==> src/hdl/scurvePkg.sv <==
package scurvePkg;

  localparam int NumChannels = 64;  // Fixed by the ASIC

  //////////////////////////////////////////////////
  // Frame words of the output stream
  //////////////////////////////////////////////////
  localparam logic [15:0] ScanHeader = 16'h5343;  // "SC"
  localparam logic [15:0] TailWord   = 16'hFF45;
  localparam logic [7:0]  ChannelTag = 8'h63;     // "c", 64-channel scan
  localparam logic [7:0]  SingleTag  = 8'h43;     // "C", single channel scan
  localparam logic [3:0]  DacTag     = 4'hD;

  // Sequencer states
  typedef enum logic [4:0] {
    StIdle,
    StHeader,
    StChanSetup,
    StChanWord,
    StDacSetup,
    StDacWord,
    StLoad,
    StWaitLoad,
    StStartWindow,
    StWaitWindow,
    StReadFifo,
    StFetchWord,
    StWriteWord,
    StNextCode,
    StNextChannel,
    StTail,
    StDoneHold
  } ControlState;

  // Slow-control set, shifted MSB first
  typedef struct packed {
    logic [NumChannels-1:0]   ctestMask;
    logic [9:0]               dacCode;     // Already bit-reversed
    logic [3*NumChannels-1:0] discriMask;  // Three bits per channel
  } ScParam;

  typedef struct packed {
    logic       singleChannel;
    logic [5:0] channel;
    logic       ctestInject;  // Low selects the input pin
  } TestConfig;

endpackage
==> src/hdl/scurveTestTop.sv <==
module scurveTestTop #(
  parameter int DacBits      = 10,
  parameter int WindowCycles = 4096,
  parameter int FifoDepth    = 16
) (
  input  logic                 Clk,
  input  logic                 reset_n,
  input  logic                 testStart,
  input  scurvePkg::TestConfig scanConfig,
  input  logic                 trigger,
  output logic                 windowOpen,
  output logic                 scData,
  output logic                 scShift,
  output logic [15:0]          usbData,
  output logic                 usbWrEn,
  input  logic                 usbFull,
  output logic                 scanDone,
  input  logic                 transmitDone
);

  scurvePkg::ScParam scParam;
  logic        scLoad;
  logic        configDone;
  logic        windowStart;
  logic        windowDone;
  logic        fifoWrEn;
  logic [15:0] fifoWrData;
  logic        fifoRdEn;
  logic [15:0] fifoRdData;
  logic        fifoEmpty;
  logic        fifoFull;  // Watched by the bound checks

  //////////////////////////////////////////////////
  // Sequencer
  //////////////////////////////////////////////////
  scurveTestControl #(
    .DacBits(DacBits)
  ) control (
    .Clk(Clk), .reset_n(reset_n),
    .testStart(testStart), .scanConfig(scanConfig),
    .scParam(scParam), .scLoad(scLoad), .configDone(configDone),
    .windowStart(windowStart), .windowDone(windowDone),
    .fifoEmpty(fifoEmpty), .fifoData(fifoRdData), .fifoRdEn(fifoRdEn),
    .usbData(usbData), .usbWrEn(usbWrEn), .usbFull(usbFull),
    .scanDone(scanDone), .transmitDone(transmitDone)
  );

  slowControlLoader loader (
    .Clk(Clk), .reset_n(reset_n),
    .scParam(scParam), .scLoad(scLoad),
    .scData(scData), .scShift(scShift), .configDone(configDone)
  );

  triggerWindowCounter #(
    .WindowCycles(WindowCycles)
  ) counter (
    .Clk(Clk), .reset_n(reset_n),
    .windowStart(windowStart), .trigger(trigger), .windowOpen(windowOpen),
    .fifoWrEn(fifoWrEn), .fifoWrData(fifoWrData), .windowDone(windowDone)
  );

  triggerDataFifo #(
    .FifoDepth(FifoDepth)
  ) dataFifo (
    .Clk(Clk), .reset_n(reset_n),
    .wrEn(fifoWrEn), .wrData(fifoWrData),
    .rdEn(fifoRdEn), .rdData(fifoRdData),
    .empty(fifoEmpty), .full(fifoFull)
  );

endmodule

==> src/hdl/triggerDataFifo.sv <==
module triggerDataFifo #(
  parameter int FifoDepth = 16
) (
  input  logic        Clk,
  input  logic        reset_n,
  input  logic        wrEn,
  input  logic [15:0] wrData,
  input  logic        rdEn,
  output logic [15:0] rdData,
  output logic        empty,
  output logic        full
);

  localparam int AddrBits = $clog2(FifoDepth);

  logic [15:0]       mem [FifoDepth];
  logic [AddrBits:0] wrPtr;  // Extra bit tells full from empty
  logic [AddrBits:0] rdPtr;

  assign empty = (wrPtr == rdPtr);
  assign full  = (wrPtr[AddrBits-1:0] == rdPtr[AddrBits-1:0]) &&
                 (wrPtr[AddrBits] != rdPtr[AddrBits]);

  always_ff @(posedge Clk or negedge reset_n) begin
    if (!reset_n) begin
      wrPtr <= '0;
      rdPtr <= '0;
    end else begin
      if (wrEn && !full) wrPtr <= wrPtr + 1'b1;  // Drop when full
      if (rdEn && !empty) rdPtr <= rdPtr + 1'b1;
    end
  end

  // Storage and registered read port
  always_ff @(posedge Clk) begin
    if (wrEn && !full) mem[wrPtr[AddrBits-1:0]] <= wrData;
    if (rdEn && !empty) rdData <= mem[rdPtr[AddrBits-1:0]];
  end

endmodule

==> src/hdl/triggerWindowCounter.sv <==
module triggerWindowCounter #(
  parameter int WindowCycles = 4096
) (
  input  logic        Clk,
  input  logic        reset_n,
  input  logic        windowStart,
  input  logic        trigger,
  output logic        windowOpen,
  output logic        fifoWrEn,
  output logic [15:0] fifoWrData,
  output logic        windowDone
);

  localparam int CycleBits = $clog2(WindowCycles + 1);

  logic [1:0]           trigSync;   // Two-flop synchronizer
  logic                 trigPrev;
  logic                 trigRise;
  logic [CycleBits-1:0] cycleCount;
  logic [15:0]          hitCount;
  logic [15:0]          hitNext;
  logic                 lastCycle;

  assign trigRise  = trigSync[1] & ~trigPrev;
  assign hitNext   = (trigRise && hitCount != 16'hFFFF) ? hitCount + 1'b1 : hitCount;
  assign lastCycle = (cycleCount == CycleBits'(WindowCycles - 1));

  always_ff @(posedge Clk or negedge reset_n) begin
    if (!reset_n) begin
      trigSync   <= '0;
      trigPrev   <= 1'b0;
      windowOpen <= 1'b0;
      cycleCount <= '0;
      hitCount   <= '0;
      fifoWrEn   <= 1'b0;
      windowDone <= 1'b0;
    end else begin
      trigSync   <= {trigSync[0], trigger};
      trigPrev   <= trigSync[1];
      windowDone <= fifoWrEn;  // One cycle after the count is written
      fifoWrEn   <= 1'b0;
      if (windowStart) begin
        windowOpen <= 1'b1;
        cycleCount <= '0;
        hitCount   <= '0;
      end else if (windowOpen) begin
        hitCount   <= hitNext;  // Saturates at full scale
        cycleCount <= cycleCount + 1'b1;
        if (lastCycle) begin
          windowOpen <= 1'b0;
          fifoWrEn   <= 1'b1;
        end
      end
    end
  end

  // Count word includes an edge seen in the last cycle
  always_ff @(posedge Clk) begin
    if (windowOpen && lastCycle) fifoWrData <= hitNext;
  end

endmodule

==> src/hdl/slowControlLoader.sv <==
module slowControlLoader (
  input  logic              Clk,
  input  logic              reset_n,
  input  scurvePkg::ScParam scParam,
  input  logic              scLoad,
  output logic              scData,
  output logic              scShift,
  output logic              configDone
);

  localparam int ParamBits = $bits(scurvePkg::ScParam);
  localparam int CountBits = $clog2(ParamBits + 1);

  logic [ParamBits-1:0] shiftReg;
  logic [CountBits-1:0] bitsLeft;
  logic                 lastBit;

  assign lastBit = (bitsLeft == CountBits'(1));

  // MSB of the set leads the chain
  assign scData = scShift & shiftReg[ParamBits-1];

  //////////////////////////////////////////////////
  // Shift control
  //////////////////////////////////////////////////
  always_ff @(posedge Clk or negedge reset_n) begin
    if (!reset_n) begin
      bitsLeft   <= '0;
      scShift    <= 1'b0;
      configDone <= 1'b0;
    end else begin
      configDone <= 1'b0;
      if (scLoad) begin
        bitsLeft <= CountBits'(ParamBits);
        scShift  <= 1'b1;
      end else if (scShift) begin
        bitsLeft <= bitsLeft - 1'b1;
        if (lastBit) begin
          scShift    <= 1'b0;
          configDone <= 1'b1;  // Chain fully loaded
        end
      end
    end
  end

  // Parameter shift register
  always_ff @(posedge Clk) begin
    if (scLoad) begin
      shiftReg <= scParam;
    end else if (scShift) begin
      shiftReg <= {shiftReg[ParamBits-2:0], 1'b0};
    end
  end

endmodule

==> src/hdl/scurveTestControl.sv <==
module scurveTestControl #(
  parameter int DacBits = 10
) (
  input  logic                 Clk,
  input  logic                 reset_n,
  input  logic                 testStart,
  input  scurvePkg::TestConfig scanConfig,
  output scurvePkg::ScParam    scParam,
  output logic                 scLoad,
  input  logic                 configDone,
  output logic                 windowStart,
  input  logic                 windowDone,
  input  logic                 fifoEmpty,
  input  logic [15:0]          fifoData,
  output logic                 fifoRdEn,
  output logic [15:0]          usbData,
  output logic                 usbWrEn,
  input  logic                 usbFull,
  output logic                 scanDone,
  input  logic                 transmitDone
);

  localparam logic [DacBits-1:0] TopCode = '1;
  localparam logic [5:0] LastChannel = 6'(scurvePkg::NumChannels - 1);

  scurvePkg::ControlState state;
  logic [5:0]         channel;
  logic [DacBits-1:0] dacCode;
  logic [9:0]         dacCodeWide;
  logic [7:0]         discriSlot;
  logic               wordState;

  // DAC code enters the chain LSB first
  function automatic logic [9:0] bitReverse(input logic [9:0] code);
    logic [9:0] rev;
    for (int i = 0; i < 10; i++) begin
      rev[i] = code[9-i];
    end
    return rev;
  endfunction

  assign dacCodeWide = 10'(dacCode);
  assign discriSlot  = 8'(channel) * 8'd3;

  // States that hold a word for the output FIFO
  assign wordState = state inside {scurvePkg::StHeader, scurvePkg::StChanWord,
                                   scurvePkg::StDacWord, scurvePkg::StWriteWord,
                                   scurvePkg::StTail};

  assign usbWrEn     = wordState && !usbFull;  // Stall while full
  assign scLoad      = (state == scurvePkg::StLoad);
  assign windowStart = (state == scurvePkg::StStartWindow);
  assign fifoRdEn    = (state == scurvePkg::StReadFifo) && !fifoEmpty;

  //////////////////////////////////////////////////
  // Channel and code loops
  //////////////////////////////////////////////////
  always_ff @(posedge Clk or negedge reset_n) begin
    if (!reset_n) begin
      state    <= scurvePkg::StIdle;
      channel  <= '0;
      dacCode  <= '0;
      scanDone <= 1'b0;
    end else begin
      case (state)
        scurvePkg::StIdle: begin
          if (testStart) begin
            channel <= scanConfig.singleChannel ? scanConfig.channel : 6'd0;
            dacCode <= '0;
            state   <= scurvePkg::StHeader;
          end
        end
        scurvePkg::StHeader: begin
          if (!usbFull) state <= scurvePkg::StChanSetup;
        end
        scurvePkg::StChanSetup:  state <= scurvePkg::StChanWord;
        scurvePkg::StChanWord: begin
          if (!usbFull) state <= scurvePkg::StDacSetup;
        end
        scurvePkg::StDacSetup:   state <= scurvePkg::StDacWord;
        scurvePkg::StDacWord: begin
          if (!usbFull) state <= scurvePkg::StLoad;
        end
        scurvePkg::StLoad:       state <= scurvePkg::StWaitLoad;
        scurvePkg::StWaitLoad: begin
          if (configDone) state <= scurvePkg::StStartWindow;
        end
        scurvePkg::StStartWindow: state <= scurvePkg::StWaitWindow;
        scurvePkg::StWaitWindow: begin
          if (windowDone) state <= scurvePkg::StReadFifo;
        end
        scurvePkg::StReadFifo: begin
          // Drain every count word of the window
          state <= fifoEmpty ? scurvePkg::StNextCode : scurvePkg::StFetchWord;
        end
        scurvePkg::StFetchWord:  state <= scurvePkg::StWriteWord;
        scurvePkg::StWriteWord: begin
          if (!usbFull) state <= scurvePkg::StReadFifo;
        end
        scurvePkg::StNextCode: begin
          if (dacCode == TopCode) begin
            dacCode <= '0;
            state   <= scurvePkg::StNextChannel;
          end else begin
            dacCode <= dacCode + 1'b1;
            state   <= scurvePkg::StDacSetup;
          end
        end
        scurvePkg::StNextChannel: begin
          if (scanConfig.singleChannel || channel == LastChannel) begin
            state <= scurvePkg::StTail;
          end else begin
            channel <= channel + 1'b1;
            state   <= scurvePkg::StChanSetup;
          end
        end
        scurvePkg::StTail: begin
          if (!usbFull) begin
            scanDone <= 1'b1;
            state    <= scurvePkg::StDoneHold;
          end
        end
        scurvePkg::StDoneHold: begin
          if (transmitDone) scanDone <= 1'b0;  // Host has the data
          if ((transmitDone || !scanDone) && !testStart) state <= scurvePkg::StIdle;
        end
        default: state <= scurvePkg::StIdle;
      endcase
    end
  end

  //////////////////////////////////////////////////
  // Output word and slow-control set
  //////////////////////////////////////////////////
  always_ff @(posedge Clk) begin
    case (state)
      scurvePkg::StIdle: usbData <= scurvePkg::ScanHeader;
      scurvePkg::StChanSetup: begin
        scParam.ctestMask  <= scanConfig.ctestInject ? (64'd1 << channel) : 64'd0;
        scParam.discriMask <= 192'h7 << discriSlot;  // Three ones at the slot
        usbData <= {scanConfig.singleChannel ? scurvePkg::SingleTag : scurvePkg::ChannelTag,
                    2'b00, channel};
      end
      scurvePkg::StDacSetup: begin
        scParam.dacCode <= bitReverse(dacCodeWide);
        usbData         <= {scurvePkg::DacTag, 2'b00, dacCodeWide};
      end
      scurvePkg::StFetchWord:   usbData <= fifoData;  // Count from the data FIFO
      scurvePkg::StNextChannel: usbData <= scurvePkg::TailWord;
      default: ;
    endcase
  end

endmodule

==> config.mk <==
export PLATFORM = sky130hd
export DESIGN_NAME = scurveTestTop
export DESIGN_NICKNAME = d
export VERILOG_FILES = /design/src/hdl/scurvePkg.sv /design/src/hdl/scurveTestTop.sv /design/src/hdl/triggerDataFifo.sv /design/src/hdl/triggerWindowCounter.sv /design/src/hdl/slowControlLoader.sv /design/src/hdl/scurveTestControl.sv
export SDC_FILE = /design/constraint.sdc
export NUM_CORES = 1
export LEC_CHECK = 0
export BUFFER_PORTS_ARGS = -buffer_cell sky130_fd_sc_hd__buf_2
export CAP_MARGIN = 20
export CORE_ASPECT_RATIO = 1.5
export CORE_MARGIN = 5
export CORE_UTILIZATION = 50
export DETAILED_ROUTE_END_ITERATION = 12
export GPL_ROUTABILITY_DRIVEN = 0
export PLACE_DENSITY = 0.79
export SLEW_MARGIN = 20
export SYNTH_ARGS = -nofsm -noshare
export SYNTH_HDL_FRONTEND = slang
export SYNTH_SLANG_ARGS = --single-unit
==> constraint.sdc <==
create_clock -name Clk -period 6.7 [get_ports Clk]
set_input_delay 0 -clock Clk [delete_from_list [all_inputs] [get_ports Clk]]
set_output_delay 0 -clock Clk [all_outputs]
set_load 0.005 [all_outputs]
==> results.md, run 1 <==
- Die outline height: 318 um
- Max-slew violations: 0
- Boundary Pins: 35
- Yosys top cell by area: edfxtp_1
- Kind of end point of the critical path: flop
- Simple-gate share of the synthesized area: 14.3%
- Total clock buffers created by CTS: 72
- Synthesized instance count: 2267
- Clock period minus final worst setup slack: 3660 ps
- Setup violation total in the final timing report: 0
- TritonCTS clock tree: built
- Syn Nets: 2297
- Post-route clock period utilization: 54.6%
- Final net count: 2334
- DR iter-0 viols: 1798
- Slew at the pin closest to its max-slew limit: 1120 ps
- Number of global-route vias before repair: 18374
- Global route overflow: 0
- Latest clock arrival within the worst-skew pair: 620 ps
- Async set-or-reset flop fraction in the synthesized netlist: 9.92%
- Hold_ws: 39.0 ps
- Share of cells above drive strength 1: 11.2%
- Crit Reg-Reg Startpoint: control.state[1]
- Core outline area: 0.0624 mm^2
- Post-Syn Area per Cell: 13.9 um^2
- Count of H-tree levels built during CTS: 3
- Largest net degree at the start of global routing: 137
- Dominant register cell in the synthesized netlist: edfxtp_1
- Synthesized area: 0.0316 mm^2
- Fraction of the yosys area taken by sequential cells: 73.5%
- Total global-route track usage: 18.9%
- Global-route wire length before repair: 102000 um
- Fraction of post-synthesis cell area in the top cell type by area: 67.3%
- Post-synthesis mux area share: 5.97%
- Die W: 215 um
- Number of max-cap violations: 0
- Worst ir drop on vdd: 0.000293 V
- Layout Area Growth over Synthesis: 10.9%
- Core Rows: 112
- Maximum clock frequency: 0.273 GHz
- Die Footprint: 0.0684 mm^2
- Relative slew margins: 25.5%
- Wire per inst: 20.4 um
- Area share of xor/xnor cells in the synthesized design: 1.72%
- Class of the worst hold path: primary input to flop
- Post-Synth Adder-Cell Area: 0.634%
- Avg Vias per Cell: 5.69
- Result of the run: finished, final reports clean
- Placed wire-length estimate: 38800 um
- Dominant combinational cell family by area after synthesis: simple AND/OR/NAND/NOR gates
- Count of flip-flops with a built-in enable after synthesis: 708
- CTS Buffer Depth: 3
- Type of the setup path with the least slack: flop to flop
- Worst Path Max Fanout: 59
- Start point of the critical path: control.state[1]
- Setup repair after global routing missed its margin: false
- Worst slack at placement: 3060 ps
- Worst Setup Start Kind: flop
- Initial antenna violation count: 1
- Data required time of the critical path: 6930 ps
- Fin Clk Skew: 36.2 ps
- Leakage Power: 12.5 nW
- Clock tree root driver cell: clkbuf_16
- Total of buffers placed on input and output ports: 34
- WP data arrival: 3890 ps
- Count of placed standard cells in the final layout, fillers left out: 3159
- Placed Area: 0.0325 mm^2
- Starting Density: 50.6%
- Yosys warns: 0
- Number of hold violations in the final report: 0
- Fin Setup TNS: 0 ps
- Post-CTS setup-driven buffer insertion count: 0
- Fill cell instance count of the final layout: 4571
- Synthesized-area fraction occupied by ao, oa, aoi and oai cells: 2.11%
- Resized Gates After CTS: 0
- Routed via count: 17977
- Post-CTS clock slew at the launch and capture registers of the worst setup and hold paths: 60 ps
- Drt drc: 0
- Placed cells: 3007
- Cell types with the largest area share after synthesis: edfxtp_1 (67%), nand2_1 (8.8%), dfrtp_1 (6.2%)
- Sinks on the clock net: 786
- Final antenna-violating net count: 0
- Number of distinct library cells after synthesis: 69
- Total power density per cell area: 407 mW/mm^2
- Aggregate routed wire length: 64600 um
- Worst Hold Launch: testStart
- Hold Buf Count CTS: 21
- Slack of the critical path: 3040 ps
- Flip-flop and latch count after synthesis: 786
- First-pass iteration count of the detailed router: 6
- Final design instance area without fill: 0.0350 mm^2
state kept, by name (all words and copies together) (netlist names), 6 cells and up:
signal and cells:
control.usbData 16, loader.bitsLeft 9, counter.fifoWrData 16, control.scParam 138
control.channel 6, dataFifo.mem 256, dataFifo.rdData 16, loader.shiftReg 266
counter.hitCount 16, control.dacCode 10, counter.cycleCount 13
logic make-up (layout without fill, tap and decap cells):
family          count (synthesis)  in the layout
flops                         786            786
mux                            87             87
simple gates                 1084           1084
buf+inv                       134            227
fa+ha+maj                      16             16
xor+xnor                       62             62
compound gates                 98             98
other cells                     0              1
final cells by class:
type / instances / area, um^2 / share of cell area (%)
timing repair buffer: 74 / 542 / 1.55
tap: 798 / 998 / 2.85
clock inverter: 41 / 397 / 1.13
inverter: 23 / 90.1 / 0.257
sequential: 786 / 23200 / 66.3
multi-input combinational: 1347 / 7860 / 22.5
clock buffer: 89 / 1900 / 5.42
antenna: 1 / 2.50 / 0.00715
synth_stat cells (all sizes together) (2+ instances only):
library cell / number
xor2: 33
or2: 4
nor3: 13
a22o: 5
nor4: 8
and2: 9
nor4b: 3
nand2b: 7
o31ai: 2
and3: 16
nand2: 738
a211o: 3
nand3: 29
clkbuf: 79
mux2i: 3
a41oi: 2
inv: 22
or3: 4
o211ai: 3
a31oi: 8
a211oi: 4
a22oi: 5
nand3b: 6
mux2: 4
nand4b: 2
nand4: 18
nor2: 191
a311oi: 3
a222oi: 4
or4: 3
nor2b: 8
nor3b: 8
a21oi: 19
o21ai: 27
xnor2: 29
buf: 32
ha: 16
edfxtp: 708
and3b: 5
mux4: 80
o22ai: 3
and4: 10
dfrtp: 78
layout by cell type, fill, tap and decap left out, types with 12 or more instances in the layout:
cell type,count
a21oi_1,19
and3_1,15
buf_2,33
buf_4,18
clkbuf_1,15
clkbuf_16,73
clkinv_1,12
clkinv_2,14
dfrtp_1,76
dlygate4sd3_1,21
edfxtp_1,708
ha_1,16
inv_1,19
mux4_2,80
nand2_1,738
nand3_1,28
nand4_1,18
nor2_1,189
nor3_1,13
o21ai_0,12
o21ai_1,15
xnor2_1,29
xor2_1,33
per-stage QoR:
step / total power, mW / utilization [%]
floorplan: 9.48 / -
global placement: 10.1 / 52.1
CTS: 14.3 / 56.1
finish: 14.2 / 56.1
detailed placement: 10.3 / 52.1
global route: 15.0 / 56.1
metal layers:
layer,vias to the layer above,global-route usage [%],part of all wire (%)
li1,8160,-,-
met4,0,6.79,3.5
met2,697,34.8,55
met5,-,0,0
met1,8955,22.4,36
met3,165,2.93,6.2
worst paths after layout:
path	to	slack, ps	cells past startpoint
worst min-delay path	control.dacCode[8]	40	5
worst min register to register	counter.trigSync[1]	360	0
worst max register to register	loader.shiftReg[159]	3040	5
min in group asynchronous	control.dacCode[7]	230	3
worst max-delay path	loader.shiftReg[159]	3040	5
max in group asynchronous	dataFifo.rdPtr[0]	5720	3
where the power goes:
part	leakage, nW	switching (mW)	total (mW)	internal (mW)
Clock	1.12	1.78	4.01	2.23
Sequential	7.23	0.582	7.65	7.07
Combinational	4.18	1.79	2.58	0.786
Total	12.5	4.15	14.2	10.1
worst max-delay path: stages, from the launching register on:
cell and delay [ps]:
dfrtp_1 850, nor2b_1 470, and3_4 500, nor2_1 140
clkinvlp_4 560, buf_4 700
No activity file was read; power rests on OpenSTA's default activity.
==> run 2: changes to the inputs <==
- ABC_AREA: default -> 1
- PLACE_DENSITY: 0.79 -> 0.76
- clock period: 6.7 -> 3.7 ns (I/O delays scaled with it)
==> run 2 against run 1 <==
Non-clock buffer count grew 26. Highest routed layer is now met5. Largest cell class unchanged. Clock power rose by 88%. First-iteration DRC count up 18%.
==> results.md, run 2 <==
- Most flops, register: loader.shiftReg
- CTS Buffer Depth: 3
- Count of H-tree levels built during CTS: 3
- Total of buffers placed on input and output ports: 34
- Number of hold violations in the final report: 0
- Delay contributed by the slowest stage of the critical path: 580 ps
- Fin Clk Skew: 19.3 ps
- Endpoint of the worst setup timing path: control.channel[0]
- Class of the worst hold path: primary input to async pin
- Maximum clock frequency: 0.278 GHz
- Post-route core utilization: 56.4%
- Dominant register cell in the synthesized netlist: edfxtp_1
- Start point of the critical path: control.state[1]
- Synthesized instance count: 2806
- TritonCTS clock tree: built
- Result of the run: finished, final reports clean
- Largest delay contributor family on the critical path: buffers and inverters
- Fin Setup TNS: 0 ps
- Layout Area Growth over Synthesis: 11.6%
- Hold_ws: 32.7 ps
- Most common cell after layout, fill and taps aside: nand2_1
- Slew at the pin closest to its max-slew limit: 1110 ps
- Post-Syn Area per Cell: 11.4 um^2
- Routed via count: 21073
- Count leader, synth: nand2_1
- Cell seen most often among critical-path stages: dlygate4sd3_1
- Initial antenna violation count: 1
- Final antenna-violating net count: 0
- Avg Vias per Cell: 5.68
- Sinks on the clock net: 786
- Aggregate routed wire length: 71900 um
- Worst Path Max Fanout: 14
- Flip-flop count of the largest register, all copies and words added: 266
- CP max-delay cell: dlygate4sd3_1
- Leading cell types in the layout, fill and taps excluded: nand2_1 (954), edfxtp_1 (708), nor2_1 (263)
- Cells on worst reg2reg path: 12
- Synthesized area: 0.0321 mm^2
- Setup violation total in the final timing report: 0
- Number of global-route vias before repair: 20753
- Placed wire-length estimate: 45700 um
- Total global-route track usage: 20.5%
- Relative slew margins: 26.1%
- Global-route wire length before repair: 112000 um
- Yosys warns: 0
- Fraction of the yosys area taken by sequential cells: 72.3%
- Die Footprint: 0.0695 mm^2
- Critical-path cell list: inv_2, nor2_2, nand2_2, inv_1, nor2_2, nand2_1, dlygate4sd3_1, o21ai_0, nand2_1, dlygate4sd3_1, o21ai_1, dlygate4sd3_1
- Yosys top cell by area: edfxtp_1
- Flip-flop and latch count after synthesis: 786
- Worst ir drop on vdd: 0.000391 V
- Final net count: 2876
- Drt drc: 0
- Fill cell instance count of the final layout: 4960
- Die outline height: 320 um
- Setup repair after global routing missed its margin: false
- Crit Reg-Reg Startpoint: control.state[1]
- Die W: 217 um
- Async set-or-reset flop fraction in the synthesized netlist: 9.92%
- DR iter-0 viols: 2117
- Wire per inst: 19.4 um
- First-pass iteration count of the detailed router: 6
- Number of max-cap violations: 0
- WP data arrival: 4100 ps
- Max-slew violations: 0
- Global route overflow: 0
- Post-CTS setup-driven buffer insertion count: 0
- Fraction of post-synthesis cell area in the top cell type by area: 66.2%
- Cell types with the largest area share after synthesis: edfxtp_1 (66%), nand2_1 (11%), dfrtp_1 (6.1%)
- Total clock buffers created by CTS: 73
- Number of buffers and inverters on the critical path: 5
- Post-route clock period utilization: 97.3%
- Kind of end point of the critical path: flop
- Post-CTS clock slew at the launch and capture registers of the worst setup and hold paths: 70 ps
- Worst Setup Start Kind: flop
- Clock period minus final worst setup slack: 3600 ps
- Core Rows: 113
- Latest clock arrival within the worst-skew pair: 620 ps
- Core outline area: 0.0635 mm^2
- Type of the setup path with the least slack: flop to flop
- Synth top cells by count: nand2_1 (955), edfxtp_1 (708), nor2_1 (266)
- Number of distinct library cells after synthesis: 38
- Starting Density: 50.6%
- Boundary Pins: 35
- Largest net degree at the start of global routing: 222
- Share of cells above drive strength 1: 7.99%
- Count of placed standard cells in the final layout, fillers left out: 3710
- Data required time of the critical path: 4200 ps
- Critical Path Stages: 12
- Setup slack on the worst flop-to-flop path: 100 ps
- Placed Area: 0.0331 mm^2
- Count of flip-flops with a built-in enable after synthesis: 708
- Total power density per cell area: 735 mW/mm^2
- Final design instance area without fill: 0.0358 mm^2
- Crit Reg-Reg Endpoint: control.channel[0]
- Syn Nets: 2836
- Leakage Power: 13.4 nW
- Placed cells: 3549
- Clock tree root driver cell: clkbuf_16
- # diodes: 0
run 2: cell count changes after synthesis, sizes merged, moves of 18 or more:
cell	delta
o21ai	+162
inv	+84
mux4	-80
nor4	+24
xor2	-23
nor3	+74
xnor2	-26
nand2	+224
buf	+42
o211ai	+31
nor2	+84
nand3	+51
clkbuf	-18
o22ai	+31
run 2: power by group:
group / switching [mW] / total, mW / internal [mW] / leakage, nW
logic: 3.51 / 5.00 / 1.49 / 4.95
clock network: 3.23 / 7.54 / 4.30 / 1.18
registers: 0.876 / 13.8 / 12.9 / 7.30
total: 7.63 / 26.3 / 18.7 / 13.4
run 2: per-stage QoR:
step | setup slack (ps) | power [mW]
after global placement | 983 | 18.6
after detailed placement | 952 | 18.8
after global routing | 0.981 | 27.6
final | 99.8 | 26.3
after floorplan | -1620 | 17.3
after CTS | 242 | 26.5
run 2: worst register-to-register path, delay by kind of cell, from the launching register on:
family                 cells  cell delay, ps
buffers and inverters      5            2020
flip-flops                 1             460
AND/OR/NAND/NOR            5             840
AO/OA/AOI/OAI              2             160
run 2: worst min-delay path by stage:
stage | to | slack [ps]
after detailed placement | counter.trigSync[0] | 110
after floorplan | control.channel[0] | -300
after CTS | counter.hitCount[10] | 40
after global placement | counter.trigSync[0] | 110
after global routing | counter.cycleCount[4] | 100
final | counter.cycleCount[4] | 30
run 2: what timing repair did:
item	in CTS	in global routing
endpoints found under the setup margin	0	3
hold buffers	27	0
resized for setup	0	1
hold endpoints to repair	75	0
run 2: final cells by class:
cell class              count  area [um^2]  share of cell area [%]
clock buffers              90         1960                    5.48
flip-flops and latches    786        23200                    64.8
clock inverters            44          444                    1.24
well taps                 805         1010                    2.81
multi-input cells        1775         7910                    22.1
repair buffers            100          861                    2.40
inverters                 110          423                    1.18
run 2: cell families (layout without fill, tap and decap cells):
group	count (synthesis)	after routing	synth area share, %
AND/OR/NAND/NOR	1457	1457	18.3
AO/OA/AOI/OAI	289	289	5.08
flip-flops	786	786	72.3
XOR/XNOR	13	13	0.355
buffers and inverters	245	344	3.38
adder cells (fa/ha/maj)	16	16	0.623
run 2: routing by layer:
layer	vias to the layer above	part of all wire, %	track usage (%)
li1	9750	-	-
met1	10115	35	23.4
met2	948	52	36.5
met3	258	6.7	3.51
met4	2	5.9	11.2
met5	-	0.018	0
